`src/logic/debug_pkg.sv`:
```
`default_nettype none

package debug_pkg;

    localparam int DATA_WIDTH        = 32;
    localparam int NUM_REGISTERS     = 32;
    localparam int BYTES_PER_WORD    = 4;
    localparam int IMEM_ADDR_WIDTH   = 6;
    localparam int DMEM_ADDR_WIDTH   = 6;
    localparam int PROG_RESET_CYCLES = 16;

    localparam logic [7:0] ACK_BYTE = 8'h52; // ASCII "R"

    typedef enum logic [7:0] {
        CMD_DUMP_REGS      = 8'h01,
        CMD_LOAD_PROGRAM   = 8'h07,
        CMD_RUN_CONTINUOUS = 8'h08,
        CMD_RUN_STEP       = 8'h09,
        CMD_STEP           = 8'h0A,
        CMD_READ_MEM       = 8'h0B
    } cmd_e;

    typedef enum logic [3:0] {
        S_IDLE,
        S_GET_ADDR,
        S_MEM_WAIT,
        S_SEND_BYTE,
        S_WAIT_TX,
        S_GET_COUNT,
        S_LOAD,
        S_WAIT_RESET,
        S_SEND_ACK
    } seq_state_e;

endpackage

`default_nettype wire
```
`src/logic/debug_unit_top.sv`:
```
`default_nettype none

module debug_unit_top #(
    parameter int CLKS_PER_BIT = 8
) (
    input  wire                                   i_clk,
    input  wire                                   i_reset,
    input  wire                                   i_uart_rx,
    output wire                                   o_uart_tx,
    input  wire [debug_pkg::NUM_REGISTERS*debug_pkg::DATA_WIDTH-1:0] i_registers,
    output wire [debug_pkg::DMEM_ADDR_WIDTH-1:0]  o_dmem_addr,
    input  wire [debug_pkg::DATA_WIDTH-1:0]       i_dmem_data,
    output wire                                   o_imem_we,
    output wire [debug_pkg::IMEM_ADDR_WIDTH-1:0]  o_imem_addr,
    output wire [debug_pkg::DATA_WIDTH-1:0]       o_imem_data,
    output wire                                   o_cpu_clk_en,
    output wire                                   o_cpu_reset,
    output wire                                   o_step_mode
);

    wire       rx_valid;
    wire [7:0] rx_byte;
    wire       tx_start;
    wire [7:0] tx_byte;
    wire       tx_busy;
    wire       count_valid;
    wire       byte_valid;
    wire [7:0] load_byte; // Count byte, then program bytes
    wire       load_done;
    wire       set_continuous;
    wire       set_step;
    wire       step_req;
    wire       start_prog_reset;

    uart_rx #(.CLKS_PER_BIT(CLKS_PER_BIT)) uart_rx_i (
        .i_clk   (i_clk),
        .i_reset (i_reset),
        .i_rx    (i_uart_rx),
        .o_byte  (rx_byte),
        .o_valid (rx_valid)
    );

    uart_tx #(.CLKS_PER_BIT(CLKS_PER_BIT)) uart_tx_i (
        .i_clk   (i_clk),
        .i_reset (i_reset),
        .i_start (tx_start),
        .i_byte  (tx_byte),
        .o_tx    (o_uart_tx),
        .o_busy  (tx_busy)
    );

    debug_sequencer sequencer_i (
        .i_clk              (i_clk),
        .i_reset            (i_reset),
        .i_rx_valid         (rx_valid),
        .i_rx_byte          (rx_byte),
        .i_tx_busy          (tx_busy),
        .i_registers        (i_registers),
        .i_dmem_data        (i_dmem_data),
        .i_load_done        (load_done),
        .i_cpu_reset        (o_cpu_reset),
        .o_tx_start         (tx_start),
        .o_tx_byte          (tx_byte),
        .o_dmem_addr        (o_dmem_addr),
        .o_count_valid      (count_valid),
        .o_byte_valid       (byte_valid),
        .o_load_byte        (load_byte),
        .o_set_continuous   (set_continuous),
        .o_set_step         (set_step),
        .o_step_req         (step_req),
        .o_start_prog_reset (start_prog_reset)
    );

    program_loader loader_i (
        .i_clk         (i_clk),
        .i_reset       (i_reset),
        .i_count_valid (count_valid),
        .i_count       (load_byte),
        .i_byte_valid  (byte_valid),
        .i_byte        (load_byte),
        .o_imem_we     (o_imem_we),
        .o_imem_addr   (o_imem_addr),
        .o_imem_data   (o_imem_data),
        .o_load_done   (load_done)
    );

    run_control run_ctrl_i (
        .i_clk              (i_clk),
        .i_reset            (i_reset),
        .i_set_continuous   (set_continuous),
        .i_set_step         (set_step),
        .i_step_req         (step_req),
        .i_start_prog_reset (start_prog_reset),
        .o_step_mode        (o_step_mode),
        .o_cpu_clk_en       (o_cpu_clk_en),
        .o_cpu_reset        (o_cpu_reset)
    );

endmodule

`default_nettype wire

```
`src/logic/run_control.sv`:
```
`default_nettype none

module run_control (
    input  wire  i_clk,
    input  wire  i_reset,
    input  wire  i_set_continuous,
    input  wire  i_set_step,
    input  wire  i_step_req,
    input  wire  i_start_prog_reset,
    output logic o_step_mode,
    output logic o_cpu_clk_en,
    output logic o_cpu_reset
);

    import debug_pkg::*;

    localparam int RW = $clog2(PROG_RESET_CYCLES);
    localparam logic [RW-1:0] RESET_LAST = RW'(PROG_RESET_CYCLES - 1);

    logic          step_pulse;
    logic [RW-1:0] reset_cnt;

    always_ff @(posedge i_clk or posedge i_reset) begin
        if (i_reset) begin
            o_step_mode <= 1'b0; // Continuous after reset
            o_cpu_reset <= 1'b0;
            step_pulse  <= 1'b0;
            reset_cnt   <= '0;
        end else begin
            step_pulse <= i_step_req && o_step_mode;
            if (i_start_prog_reset) begin
                o_step_mode <= 1'b1;
                o_cpu_reset <= 1'b1;
                reset_cnt   <= '0;
            end else begin
                if (i_set_step)
                    o_step_mode <= 1'b1;
                else if (i_set_continuous)
                    o_step_mode <= 1'b0;
                if (o_cpu_reset) begin
                    reset_cnt <= reset_cnt + 1'b1;
                    if (reset_cnt == RESET_LAST)
                        o_cpu_reset <= 1'b0;
                end
            end
        end
    end

    assign o_cpu_clk_en = o_step_mode ? step_pulse : !o_cpu_reset;

    a_reset_len: assert property (@(posedge i_clk) disable iff (i_reset)
        $rose(o_cpu_reset) |-> ##PROG_RESET_CYCLES $fell(o_cpu_reset));

endmodule

`default_nettype wire

```
`src/logic/program_loader.sv`:
```
`default_nettype none

module program_loader (
    input  wire                                   i_clk,
    input  wire                                   i_reset,
    input  wire                                   i_count_valid,
    input  wire  [7:0]                            i_count,
    input  wire                                   i_byte_valid,
    input  wire  [7:0]                            i_byte,
    output logic                                  o_imem_we,
    output logic [debug_pkg::IMEM_ADDR_WIDTH-1:0] o_imem_addr,
    output logic [debug_pkg::DATA_WIDTH-1:0]      o_imem_data,
    output logic                                  o_load_done
);

    import debug_pkg::*;

    localparam int PW = $clog2(BYTES_PER_WORD);
    localparam logic [PW-1:0] POS_LAST = PW'(BYTES_PER_WORD - 1);

    logic [7:0]            words_left;
    logic [PW-1:0]         byte_pos;
    logic [DATA_WIDTH-1:0] word_buf;
    logic                  take_byte;

    assign take_byte   = i_byte_valid && (words_left != 8'd0);
    assign o_imem_data = word_buf;

    always_ff @(posedge i_clk or posedge i_reset) begin
        if (i_reset) begin
            words_left  <= '0;
            byte_pos    <= '0;
            o_imem_addr <= '0;
            o_imem_we   <= 1'b0;
            o_load_done <= 1'b0;
        end else begin
            o_imem_we   <= 1'b0;
            o_load_done <= 1'b0;
            if (o_imem_we)
                o_imem_addr <= o_imem_addr + 1'b1;
            if (i_count_valid) begin
                words_left  <= i_count;
                byte_pos    <= '0;
                o_imem_addr <= '0;
                o_load_done <= (i_count == 8'd0); // Empty program
            end else if (take_byte) begin
                byte_pos <= byte_pos + 1'b1;
                if (byte_pos == POS_LAST) begin
                    o_imem_we   <= 1'b1;
                    words_left  <= words_left - 1'b1;
                    o_load_done <= (words_left == 8'd1);
                end
            end
        end
    end

    always_ff @(posedge i_clk) begin
        if (take_byte)
            word_buf <= {i_byte, word_buf[DATA_WIDTH-1:8]}; // Little endian
    end

    a_we_single: assert property (@(posedge i_clk) disable iff (i_reset)
        o_imem_we |=> !o_imem_we);

endmodule

`default_nettype wire

```
`src/logic/debug_sequencer.sv`:
```
`default_nettype none

module debug_sequencer (
    input  wire                                         i_clk,
    input  wire                                         i_reset,
    input  wire                                         i_rx_valid,
    input  wire  [7:0]                                  i_rx_byte,
    input  wire                                         i_tx_busy,
    input  wire  [debug_pkg::NUM_REGISTERS*debug_pkg::DATA_WIDTH-1:0] i_registers,
    input  wire  [debug_pkg::DATA_WIDTH-1:0]            i_dmem_data,
    input  wire                                         i_load_done,
    input  wire                                         i_cpu_reset,
    output logic                                        o_tx_start,
    output logic [7:0]                                  o_tx_byte,
    output logic [debug_pkg::DMEM_ADDR_WIDTH-1:0]       o_dmem_addr,
    output logic                                        o_count_valid,
    output logic                                        o_byte_valid,
    output logic [7:0]                                  o_load_byte,
    output logic                                        o_set_continuous,
    output logic                                        o_set_step,
    output logic                                        o_step_req,
    output logic                                        o_start_prog_reset
);

    import debug_pkg::*;

    localparam int NUM_BYTES = NUM_REGISTERS * BYTES_PER_WORD;
    localparam int IW = $clog2(NUM_BYTES);
    localparam logic [IW-1:0] DUMP_LAST = IW'(NUM_BYTES - 1);
    localparam logic [IW-1:0] WORD_LAST = IW'(BYTES_PER_WORD - 1);

    seq_state_e            state;
    logic [IW-1:0]         byte_idx;
    logic [IW-1:0]         byte_last;
    logic                  dump_sel; // Register file or latched memory word
    logic                  reset_seen;
    logic [DATA_WIDTH-1:0] mem_word;
    logic [7:0]            reply_byte;

    always_comb begin
        if (dump_sel)
            reply_byte = i_registers[{byte_idx, 3'b000} +: 8];
        else
            reply_byte = mem_word[{byte_idx[1:0], 3'b000} +: 8];
    end

    assign o_tx_start = (state == S_SEND_BYTE || state == S_SEND_ACK) && !i_tx_busy;
    assign o_tx_byte  = (state == S_SEND_ACK) ? ACK_BYTE : reply_byte;

    always_ff @(posedge i_clk or posedge i_reset) begin
        if (i_reset) begin
            state              <= S_IDLE;
            byte_idx           <= '0;
            byte_last          <= '0;
            dump_sel           <= 1'b0;
            reset_seen         <= 1'b0;
            o_dmem_addr        <= '0;
            o_count_valid      <= 1'b0;
            o_byte_valid       <= 1'b0;
            o_set_continuous   <= 1'b0;
            o_set_step         <= 1'b0;
            o_step_req         <= 1'b0;
            o_start_prog_reset <= 1'b0;
        end else begin
            o_count_valid      <= 1'b0;
            o_byte_valid       <= 1'b0;
            o_set_continuous   <= 1'b0;
            o_set_step         <= 1'b0;
            o_step_req         <= 1'b0;
            o_start_prog_reset <= 1'b0;
            case (state)
                S_IDLE: begin
                    byte_idx   <= '0;
                    reset_seen <= 1'b0;
                    if (i_rx_valid) begin
                        case (i_rx_byte)
                            CMD_DUMP_REGS: begin
                                dump_sel  <= 1'b1;
                                byte_last <= DUMP_LAST;
                                state     <= S_SEND_BYTE;
                            end
                            CMD_READ_MEM:       state <= S_GET_ADDR;
                            CMD_LOAD_PROGRAM:   state <= S_GET_COUNT;
                            CMD_RUN_CONTINUOUS: o_set_continuous <= 1'b1;
                            CMD_RUN_STEP:       o_set_step <= 1'b1;
                            CMD_STEP:           o_step_req <= 1'b1;
                            default:            state <= S_IDLE; // Unknown opcode gets no reply
                        endcase
                    end
                end
                S_GET_ADDR: begin
                    if (i_rx_valid) begin
                        o_dmem_addr <= i_rx_byte[DMEM_ADDR_WIDTH-1:0];
                        state       <= S_MEM_WAIT;
                    end
                end
                S_MEM_WAIT: begin
                    byte_idx <= byte_idx + 1'b1;
                    if (byte_idx[0]) begin // Data valid the cycle after the address
                        byte_idx  <= '0;
                        dump_sel  <= 1'b0;
                        byte_last <= WORD_LAST;
                        state     <= S_SEND_BYTE;
                    end
                end
                S_SEND_BYTE: begin
                    if (!i_tx_busy)
                        state <= S_WAIT_TX;
                end
                S_WAIT_TX: begin
                    if (!i_tx_busy) begin
                        if (byte_idx == byte_last) begin
                            state <= S_SEND_ACK;
                        end else begin
                            byte_idx <= byte_idx + 1'b1;
                            state    <= S_SEND_BYTE;
                        end
                    end
                end
                S_GET_COUNT: begin
                    if (i_rx_valid) begin
                        o_count_valid <= 1'b1;
                        state         <= S_LOAD;
                    end
                end
                S_LOAD: begin
                    o_byte_valid <= i_rx_valid;
                    if (i_load_done) begin
                        o_start_prog_reset <= 1'b1;
                        state              <= S_WAIT_RESET;
                    end
                end
                S_WAIT_RESET: begin
                    if (i_cpu_reset)
                        reset_seen <= 1'b1;
                    else if (reset_seen)
                        state <= S_SEND_ACK; // Reset pulse is over
                end
                S_SEND_ACK: begin
                    if (!i_tx_busy)
                        state <= S_IDLE;
                end
                default: state <= S_IDLE;
            endcase
        end
    end

    always_ff @(posedge i_clk) begin
        if (i_rx_valid)
            o_load_byte <= i_rx_byte;
        if (state == S_MEM_WAIT && byte_idx[0])
            mem_word <= i_dmem_data;
    end

    a_state_legal: assert property (@(posedge i_clk) disable iff (i_reset)
        state inside {S_IDLE, S_GET_ADDR, S_MEM_WAIT, S_SEND_BYTE, S_WAIT_TX,
                      S_GET_COUNT, S_LOAD, S_WAIT_RESET, S_SEND_ACK});

endmodule

`default_nettype wire

```
`src/logic/uart_tx.sv`:
```
`default_nettype none

module uart_tx #(
    parameter int CLKS_PER_BIT = 8
) (
    input  wire       i_clk,
    input  wire       i_reset,
    input  wire       i_start,
    input  wire [7:0] i_byte,
    output logic      o_tx,
    output logic      o_busy
);

    localparam int CW = $clog2(CLKS_PER_BIT);
    localparam logic [CW-1:0] BIT_LAST = CW'(CLKS_PER_BIT - 1);

    logic [CW-1:0] clk_cnt;
    logic [3:0]    bit_idx;
    logic [8:0]    shreg; // Data bits then stop bit

    always_ff @(posedge i_clk or posedge i_reset) begin
        if (i_reset) begin
            o_tx    <= 1'b1;
            o_busy  <= 1'b0;
            clk_cnt <= '0;
            bit_idx <= '0;
        end else if (!o_busy) begin
            clk_cnt <= '0;
            bit_idx <= '0;
            if (i_start) begin
                o_tx   <= 1'b0; // Start bit
                o_busy <= 1'b1;
            end
        end else if (clk_cnt == BIT_LAST) begin
            clk_cnt <= '0;
            bit_idx <= bit_idx + 1'b1;
            o_tx    <= shreg[0];
            if (bit_idx == 4'd9)
                o_busy <= 1'b0; // End of stop bit
        end else begin
            clk_cnt <= clk_cnt + 1'b1;
        end
    end

    always_ff @(posedge i_clk) begin
        if (!o_busy && i_start)
            shreg <= {1'b1, i_byte};
        else if (o_busy && clk_cnt == BIT_LAST)
            shreg <= {1'b1, shreg[8:1]};
    end

    a_no_start_while_busy: assert property (@(posedge i_clk) disable iff (i_reset)
        !(i_start && o_busy));

endmodule

`default_nettype wire

```
`src/logic/uart_rx.sv`:
```
`default_nettype none

module uart_rx #(
    parameter int CLKS_PER_BIT = 8
) (
    input  wire        i_clk,
    input  wire        i_reset,
    input  wire        i_rx,
    output logic [7:0] o_byte,
    output logic       o_valid
);

    localparam int CW = $clog2(CLKS_PER_BIT);
    localparam logic [CW-1:0] BIT_LAST  = CW'(CLKS_PER_BIT - 1);
    localparam logic [CW-1:0] HALF_LAST = CW'(CLKS_PER_BIT / 2 - 1);

    typedef enum logic [1:0] {RX_IDLE, RX_START, RX_DATA, RX_STOP} rx_state_e;

    rx_state_e     state;
    logic [1:0]    rx_sync;
    logic [CW-1:0] clk_cnt;
    logic [2:0]    bit_idx;
    logic          bit_end;

    assign bit_end = (clk_cnt == BIT_LAST);

    always_ff @(posedge i_clk or posedge i_reset) begin
        if (i_reset) begin
            rx_sync <= 2'b11; // Line idles high
            state   <= RX_IDLE;
            clk_cnt <= '0;
            bit_idx <= '0;
            o_valid <= 1'b0;
        end else begin
            rx_sync <= {rx_sync[0], i_rx};
            o_valid <= 1'b0;
            clk_cnt <= clk_cnt + 1'b1;
            case (state)
                RX_IDLE: begin
                    clk_cnt <= '0;
                    if (!rx_sync[1])
                        state <= RX_START;
                end
                RX_START: begin
                    if (clk_cnt == HALF_LAST) begin
                        clk_cnt <= '0;
                        bit_idx <= '0;
                        state   <= rx_sync[1] ? RX_IDLE : RX_DATA; // Glitch, not a start bit
                    end
                end
                RX_DATA: begin
                    if (bit_end) begin
                        clk_cnt <= '0;
                        bit_idx <= bit_idx + 1'b1;
                        if (bit_idx == 3'd7)
                            state <= RX_STOP;
                    end
                end
                default: begin
                    if (bit_end) begin
                        o_valid <= rx_sync[1]; // Framing error drops the byte
                        state   <= RX_IDLE;
                    end
                end
            endcase
        end
    end

    always_ff @(posedge i_clk) begin
        if (state == RX_DATA && bit_end)
            o_byte <= {rx_sync[1], o_byte[7:1]}; // LSB first
    end

endmodule

`default_nettype wire

```
`config.mk`:
```
export PLATFORM = sky130hd
export DESIGN_NAME = debug_unit_top
export DESIGN_NICKNAME = d
export VERILOG_FILES = /design/src/logic/debug_pkg.sv /design/src/logic/debug_unit_top.sv /design/src/logic/run_control.sv /design/src/logic/program_loader.sv /design/src/logic/debug_sequencer.sv /design/src/logic/uart_tx.sv /design/src/logic/uart_rx.sv
export SDC_FILE = /design/constraint.sdc
export NUM_CORES = 1
export LEC_CHECK = 0
export ABC_AREA = 1
export BUFFER_PORTS_ARGS = -buffer_cell sky130_fd_sc_hd__buf_2
export CELL_PAD_IN_SITES_DETAIL_PLACEMENT = 1
export CELL_PAD_IN_SITES_GLOBAL_PLACEMENT = 1
export CORE_AREA = 2 2 427 429
export DETAILED_ROUTE_END_ITERATION = 12
export DIE_AREA = 0 0 429 431
export PLACE_DENSITY = 0.38
export SLEW_MARGIN = 10
export SYNTH_ARGS = -nofsm -noshare
export SYNTH_HDL_FRONTEND = slang
export SYNTH_SLANG_ARGS = --single-unit
```
`constraint.sdc`:
```
create_clock -name i_clk -period 8.31 [get_ports i_clk]
set_clock_uncertainty 0.2 [all_clocks]
set_input_delay 0.831 -clock i_clk [delete_from_list [all_inputs] [get_ports i_clk]]
set_output_delay 0.831 -clock i_clk [all_outputs]
set_load 0.02 [all_outputs]
```
==> impl_metrics.py, run 1 <==
metrics = {
    "finish": {
        "fin_nets": 5153,
        "drive_gt1_share_pct": 29.2,
        "final.fill_count": 22600,
        "syn_to_final_growth_pct": 47.7,
        "final_common_cell": "buf_2",
        "final_cell_mix": "1107 x buf_2, 871 x nand2_1, 780 x nor2_1",
    },
    "synth": {
        "synth_seq_area_share_pct": 25.3,
        "syn_inst": 3131,
        "syn-num-nets": 4213,
        "avgSynthCellArea_sq_um": 5.59,
        "ys_ff_latch": 159,
        "netlist-cell-type-count": 37,
        "yosysWarningCount": 0,
        "syn_area_sq_um": 17500,
    },
    "setup_path": {
        "r2r_slack_ns": 4.09,
        "cp-start-kind": "flip-flop",
        "rr_endpoint": "uart_tx_i.shreg[7]",
        "critPathMaxFanout": 181,
        "ff2ff_path_depth": 16,
        "cp_data_arrival_time_ns": 4.37,
        "cp-endpoint": "uart_tx_i.shreg[7]",
        "endpoint_kind": "flip-flop",
        "critPathKind": "flip-flop to flip-flop",
        "required_ns": 8.46,
        "crit_path_start": "sequencer_i.byte_idx[0]",
        "r2r_start": "sequencer_i.byte_idx[0]",
    },
    "grt": {
        "grt_pass1_wl_um": 215000,
        "overflow": 0,
        "antenna_found_initial": 62,
        "first_global_vias": 26400,
        "track_usage_pct": 16.5,
        "grt_max_degree": 182,
    },
    "drt": {
        "wl_per_cell_um": 24.4,
        "drt_iter0_markers": 1147,
        "totalWireLength_um": 158000,
        "viasPerCell": 3.78,
        "drc": 0,
        "detail-route-antenna-nets": 0,
        "dr_total_vias": 24500,
        "dr.pass1.iters": 5,
    },
    "floorplanning": {
        "dieArea_sq_um": 185000,
        "rows": 156,
        "die_h_um": 431,
        "coreArea_sq_um": 180000,
        "initial_core_util_pct": 9.71,
        "ioPinCount": 1108,
        "die_x_um": 429,
    },
    "sta": {
        "worst_pin_slew_ns": 1.15,
        "post-route-period-util_pct": 50.8,
        "max_freq_mhz": 237,
        "setup_viol": 0,
        "setup-tns-final_ns": 0,
        "hold_violations": 0,
        "fin_crit_ns": 4.22,
        "slew_headroom_pct": 23.5,
        "slew_viol_final": 0,
        "holdWs_ns": 0.165,
        "rsz0062_at_grt": "no",
    },
    "clocking": {
        "clockBufferDepth": 2,
        "cts_resized": 0,
        "root_buffer": "clkbuf_16",
        "cts_tree": "done",
        "cts_sinks": 159,
        "numCtsBuffers": 17,
        "cts_setup_buffers": 0,
        "cts_hold_buf": 0,
        "cts_htree_levels": 4,
        "insertion_delay_ns": 0.49,
        "clk_pin_slew_ns": 0.08,
    },
    "placement": {
        "post-dp-hpwl_um": 129000,
        "gp_congestion": 0.850,
        "portBuffers": 1107,
    },
    "run": {
        "maxCapViolations": 0,
    },
    "power_and_ir_drop": {
        "ir_worst_vdd_mv": 0.148,
        "finalPower_mw": 2.24,
        "leakagePower_nw": 12.7,
        "power_density_nw_per_um2": 86.8,
    },
    "outcome": {
        "status": "complete, no violations",
    },
    "hold_path": {
        "hold_class": "flip-flop to flip-flop",
    },
}
[layout make-up]
class,instances,area (sq um),area share [%]
Antenna cell,15,37.5,0.145
Timing Repair Buffer,1138,5820,22.5
Multi-Input combinational cell,2553,11200,43.3
Inverter,202,779,3.02
Clock buffer,17,425,1.65
Tap cell,2370,2970,11.5
Sequential cell,159,4440,17.2
Clock inverter,15,181,0.702
[registers in the layout, summed over array words and instances, names as in the netlist, 3 cells and up]
name                     count
sequencer_i.byte_idx         7
sequencer_i.o_load_byte      8
uart_tx_i.bit_idx            4
sequencer_i.mem_word        32
uart_tx_i.shreg              8
uart_tx_i.clk_cnt            3
loader_i.o_imem_data        32
loader_i.o_imem_addr         6
uart_rx_i.clk_cnt            3
uart_rx_i.bit_idx            3
uart_rx_i.o_byte             8
loader_i.words_left          8
sequencer_i.o_dmem_addr      6
sequencer_i.state            4
run_ctrl_i.reset_cnt         4
[worst max-delay path, cell delays in order (launching register included)]
cell and delay [ns]:
dfrtp_4 0.58, buf_4 0.69, buf_12 0.56, nor2_1 0.11, nor2_1 0.11, o21ai_0 0.17
nand2_1 0.15, nand2_1 0.06, nand2_1 0.22, nand2_1 0.28, nand2_1 0.17, a21oi_1 0.09
nand2_1 0.12, nand2_1 0.06, nand2_1 0.07, nand2_1 0.05, nand2_1 0.05
[report_power, final]
group,switching (mW),internal [mW]
logic,0.278,0.261
clock network,0.442,0.410
registers,0.0123,0.841
total,0.732,1.51
[per-layer routing]
| metal | share of wire [%] | GRT usage (%) | vias up |
|---|---|---|---|
| met5 | 0.19 | 0 | - |
| met4 | 1.3 | 2.32 | 44 |
| met3 | 3.7 | 2.65 | 120 |
| met2 | 53 | 31.6 | 623 |
| met1 | 42 | 19.5 | 11700 |
| li1 | - | - | 12000 |
[how the worst min path moves through the flow]
stage,end,depth (start not counted),startpoint
CTS,uart_rx_i.rx_sync[1],0,uart_rx_i.rx_sync[0]
finish,uart_rx_i.rx_sync[1],0,uart_rx_i.rx_sync[0]
detailed placement,uart_rx_i.rx_sync[1],0,uart_rx_i.rx_sync[0]
floorplan,uart_rx_i.rx_sync[1],0,uart_rx_i.rx_sync[0]
global placement,uart_rx_i.rx_sync[1],0,uart_rx_i.rx_sync[0]
global route,uart_rx_i.rx_sync[1],0,uart_rx_i.rx_sync[0]
[cell usage after synthesis]
cell type / instances / area [sq um]
edfxtp_1: 88 / 2640
clkinv_1: 3 / 11.3
nor2_2: 1 / 6.26
o41ai_1: 2 / 17.5
o211ai_1: 57 / 428
o21a_1: 2 / 15.0
ha_1: 23 / 288
xor2_1: 2 / 17.5
nand4_1: 16 / 100
nor2_1: 784 / 2940
nor3_1: 10 / 50.1
or2_2: 1 / 6.26
buf_2: 87 / 435
buf_1: 20 / 75.1
o21ai_1: 29 / 145
o22ai_1: 9 / 56.3
dfstp_2: 3 / 78.8
nor2_4: 1 / 11.3
nor4_1: 6 / 37.5
nand2_1: 871 / 3270
a21oi_1: 56 / 280
clkbuf_1: 64 / 240
a211oi_1: 1 / 7.51
buf_4: 33 / 248
nand3b_1: 1 / 7.51
inv_1: 194 / 728
a21boi_1: 1 / 7.51
xnor2_1: 2 / 17.5
a221o_1: 3 / 30.0
o2111ai_1: 1 / 8.76
o21ai_0: 438 / 2190
a2111oi_4: 1 / 27.5
buf_6: 13 / 146
inv_2: 5 / 18.8
dfrtp_1: 68 / 1700
nand3_1: 229 / 1150
o221ai_1: 6 / 52.6
[cells by family after synthesis]
logic type	after synthesis	synth area share [%]
and+or+nand+nor	1920	43.3
AOI/OAI and AO/OA	606	18.7
buffers and inverters	419	10.9
DFF	159	25.3
adders and majority gates	23	1.64
xor gates and xnor gates	4	0.200
[metrics by stage]
stage / setup slack, ns / std cells / cell area, sq um / util, %
finish: 4.09 / 6469 / 25800 / 14.3
global route: 3.72 / 6462 / 25800 / 14.3
CTS: 3.92 / 6454 / 25800 / 14.3
detailed placement: 3.92 / 6422 / 25200 / 14.0
global placement: 3.89 / 6422 / 25200 / 14.0
floorplan: 5.09 / 3131 / 17500 / -
Note: power is estimated with default switching activity, not from simulation.
==> run 2: changes to the inputs <==
ABC_AREA = 0   (was 1)
CORE_AREA = 2 2 436 438   (was 2 2 427 429)
DIE_AREA = 0 0 438 440   (was 0 0 429 431)
PLACE_DENSITY = 0.31   (was 0.38)
clock period = 4.1 ns   (was 8.31 ns; I/O delays follow)
==> run 2 against run 1 <==
  * Sequential cell count is the same
  * Critical path depth shrank 10
  * Total power grew to 3.9 times the previous value
  * Clock power grew 100%
  * Cell area shrank 2.3%
  * Utilization shrank 0.96 points
  * Critical path type unchanged
  * Critical endpoint is now uart_tx_i.shreg[5]
  * Largest cell class unchanged
==> impl_metrics.py, run 2 <==
metrics = {
    "finish": {
        "ff_latch_area_sq_um": 4440,
        "multi_input_area_sq_um": 10100,
        "fin_util_pct": 13.4,
        "fin_nets": 3387,
        "final.fill_count": 22200,
        "final_common_cell": "buf_2",
        "stdcell_area_sq_um": 25200,
        "drive_gt1_share_pct": 65.5,
        "fin_cells": 4864,
        "final_cell_mix": "1107 x buf_2, 250 x mux4_2, 123 x mux2i_1",
        "syn_to_final_growth_pct": 65.5,
    },
    "hold_path": {
        "hold_class": "flip-flop to flip-flop",
    },
    "synth": {
        "ys_top_cells_by_area": "mux4_2 37%, edfxtp_1 17%, dfrtp_1 11%",
        "synth_top_flop_cell": "edfxtp_1",
        "avgSynthCellArea_sq_um": 13.1,
        "synth_most_common_cell": "mux4_2",
        "synth_edf_count": 88,
        "synthTopCellsByCount": "250 x mux4_2, 123 x mux2i_1, 88 x edfxtp_1",
        "synth_seq_area_share_pct": 29.0,
        "netlist-cell-type-count": 66,
        "syn-num-nets": 2244,
        "ys_ff_latch": 159,
        "async_flop_share_pct": 44.7,
        "syn_area_sq_um": 15300,
        "synth_top_area_share_pct": 36.9,
        "synth_top_area_cell": "mux4_2",
        "yosysWarningCount": 0,
        "syn_inst": 1162,
    },
    "drt": {
        "drt_iter0_markers": 783,
        "dr.pass1.iters": 5,
        "dr_total_vias": 16400,
        "detail-route-antenna-nets": 0,
        "wl_per_cell_um": 28.2,
        "totalWireLength_um": 137000,
        "drc": 0,
        "viasPerCell": 3.37,
    },
    "setup_path": {
        "critPathKind": "flip-flop to flip-flop",
        "endpoint_kind": "flip-flop",
        "critPathMaxFanout": 15,
        "required_ns": 4.09,
        "cp_data_arrival_time_ns": 3.82,
        "cp-start-kind": "flip-flop",
    },
    "sta": {
        "hold_violations": 0,
        "slew_viol_final": 0,
        "fin_ws_ns": 0.277,
        "worst_pin_slew_ns": 0.898,
        "max_freq_mhz": 262,
        "setup_viol": 0,
        "post-route-period-util_pct": 93.3,
        "holdWs_ns": 0.159,
        "slew_headroom_pct": 40.0,
        "fin_crit_ns": 3.82,
        "setup-tns-final_ns": 0,
        "rsz0062_at_grt": "no",
    },
    "clocking": {
        "cts_setup_buffers": 0,
        "cts_htree_levels": 4,
        "root_buffer": "clkbuf_16",
        "clk_pin_slew_ns": 0.09,
        "clockBufferDepth": 2,
        "cts_sinks": 159,
        "insertion_delay_ns": 0.49,
        "cts_tree": "done",
        "numCtsBuffers": 17,
    },
    "outcome": {
        "status": "complete, no violations",
    },
    "floorplanning": {
        "rows": 160,
        "coreArea_sq_um": 189000,
        "die_h_um": 440,
        "dieArea_sq_um": 193000,
        "die_x_um": 438,
        "initial_core_util_pct": 8.09,
        "ioPinCount": 1108,
    },
    "placement": {
        "portBuffers": 1107,
        "dp.cells": 4763,
        "gp_congestion": 0.853,
        "placed_area_sq_um": 24200,
        "post-dp-hpwl_um": 122000,
        "place_ws_ns": 0.188,
    },
    "grt": {
        "grt_pass1_wl_um": 175000,
        "grt_max_degree": 72,
        "first_global_vias": 18200,
        "track_usage_pct": 13.7,
        "overflow": 0,
        "antenna_found_initial": 102,
    },
    "power_and_ir_drop": {
        "power_density_nw_per_um2": 350,
        "finalPower_mw": 8.83,
        "ir_worst_vdd_mv": 0.310,
        "leakagePower_nw": 9.83,
    },
    "run": {
        "maxCapViolations": 0,
    },
}
## run 2: cell types whose count changed in the layout (fill, tap and decap cells not counted), moves of 49 or more
cell	before	now
nand2_1	871	66
nor2_1	780	48
o21ai_0	438	38
mux4_2	0	250
nand3_1	229	23
inv_1	191	19
mux2i_1	0	123
o211ai_1	57	7
buf_4	27	76
## run 2: power by group
part | switching [mW] | leakage [nW] | internal, mW
sequential | 0.225 | 1.73 | 1.83
combinational | 2.66 | 7.80 | 2.38
clock | 0.910 | 0.291 | 0.829
total | 3.80 | 9.83 | 5.04
## run 2: repair_timing
action / CTS / global route
resized for setup: 0 / 0
hold buffers: 34 / 0
endpoints found under the hold margin: 101 / 0
## run 2: worst paths after layout
path	from	end	slack (ns)	cells after the start
hold / removal	uart_rx_i.rx_sync[0]	uart_rx_i.rx_sync[1]	0.16	0
hold reg to reg	uart_rx_i.rx_sync[0]	uart_rx_i.rx_sync[1]	0.16	0
max in group asynchronous	i_reset	sequencer_i.byte_idx[2]	2.86	4
min in group asynchronous	i_reset	loader_i.o_imem_addr[5]	0.30	4
setup reg to reg	sequencer_i.byte_idx[0]	uart_tx_i.shreg[5]	0.28	6
setup / recovery	sequencer_i.byte_idx[0]	uart_tx_i.shreg[5]	0.28	6
## run 2: logic make-up after synthesis
kind of cell | synth area share, %
AO/OA/AOI/OAI | 8.27
XOR/XNOR | 1.26
adder cells (fa/ha/maj) | 1.89
buffers and inverters | 4.85
flip-flops | 29.0
multiplexers | 46.0
AND/OR/NAND/NOR | 8.70
## run 2: final cells by class
cell class,instances,area share [%]
multi-input cells,873,40.0
clock inverters,15,0.739
inverters,21,0.312
repair buffers,1233,26.8
diodes,35,0.347
well taps,2511,12.4
clock buffers,17,1.69
flip-flops and latches,159,17.6
## run 2: worst max-delay path: stages, from the launching register on
cell,delay (ns)
dfrtp_4,0.73
buf_12,0.22
buf_4,0.27
mux4_2,0.59
mux4_2,0.49
a2111oi_1,0.80
a221oi_1,0.21
## run 2: routing by layer
metal	share of wire, %	up-vias	GRT usage, %
met1	42	8256	17.2
met3	7.2	146	3.97
met2	49	773	23.2
li1	-	7186	-
met5	0.24	-	0
met4	1.5	54	2.62
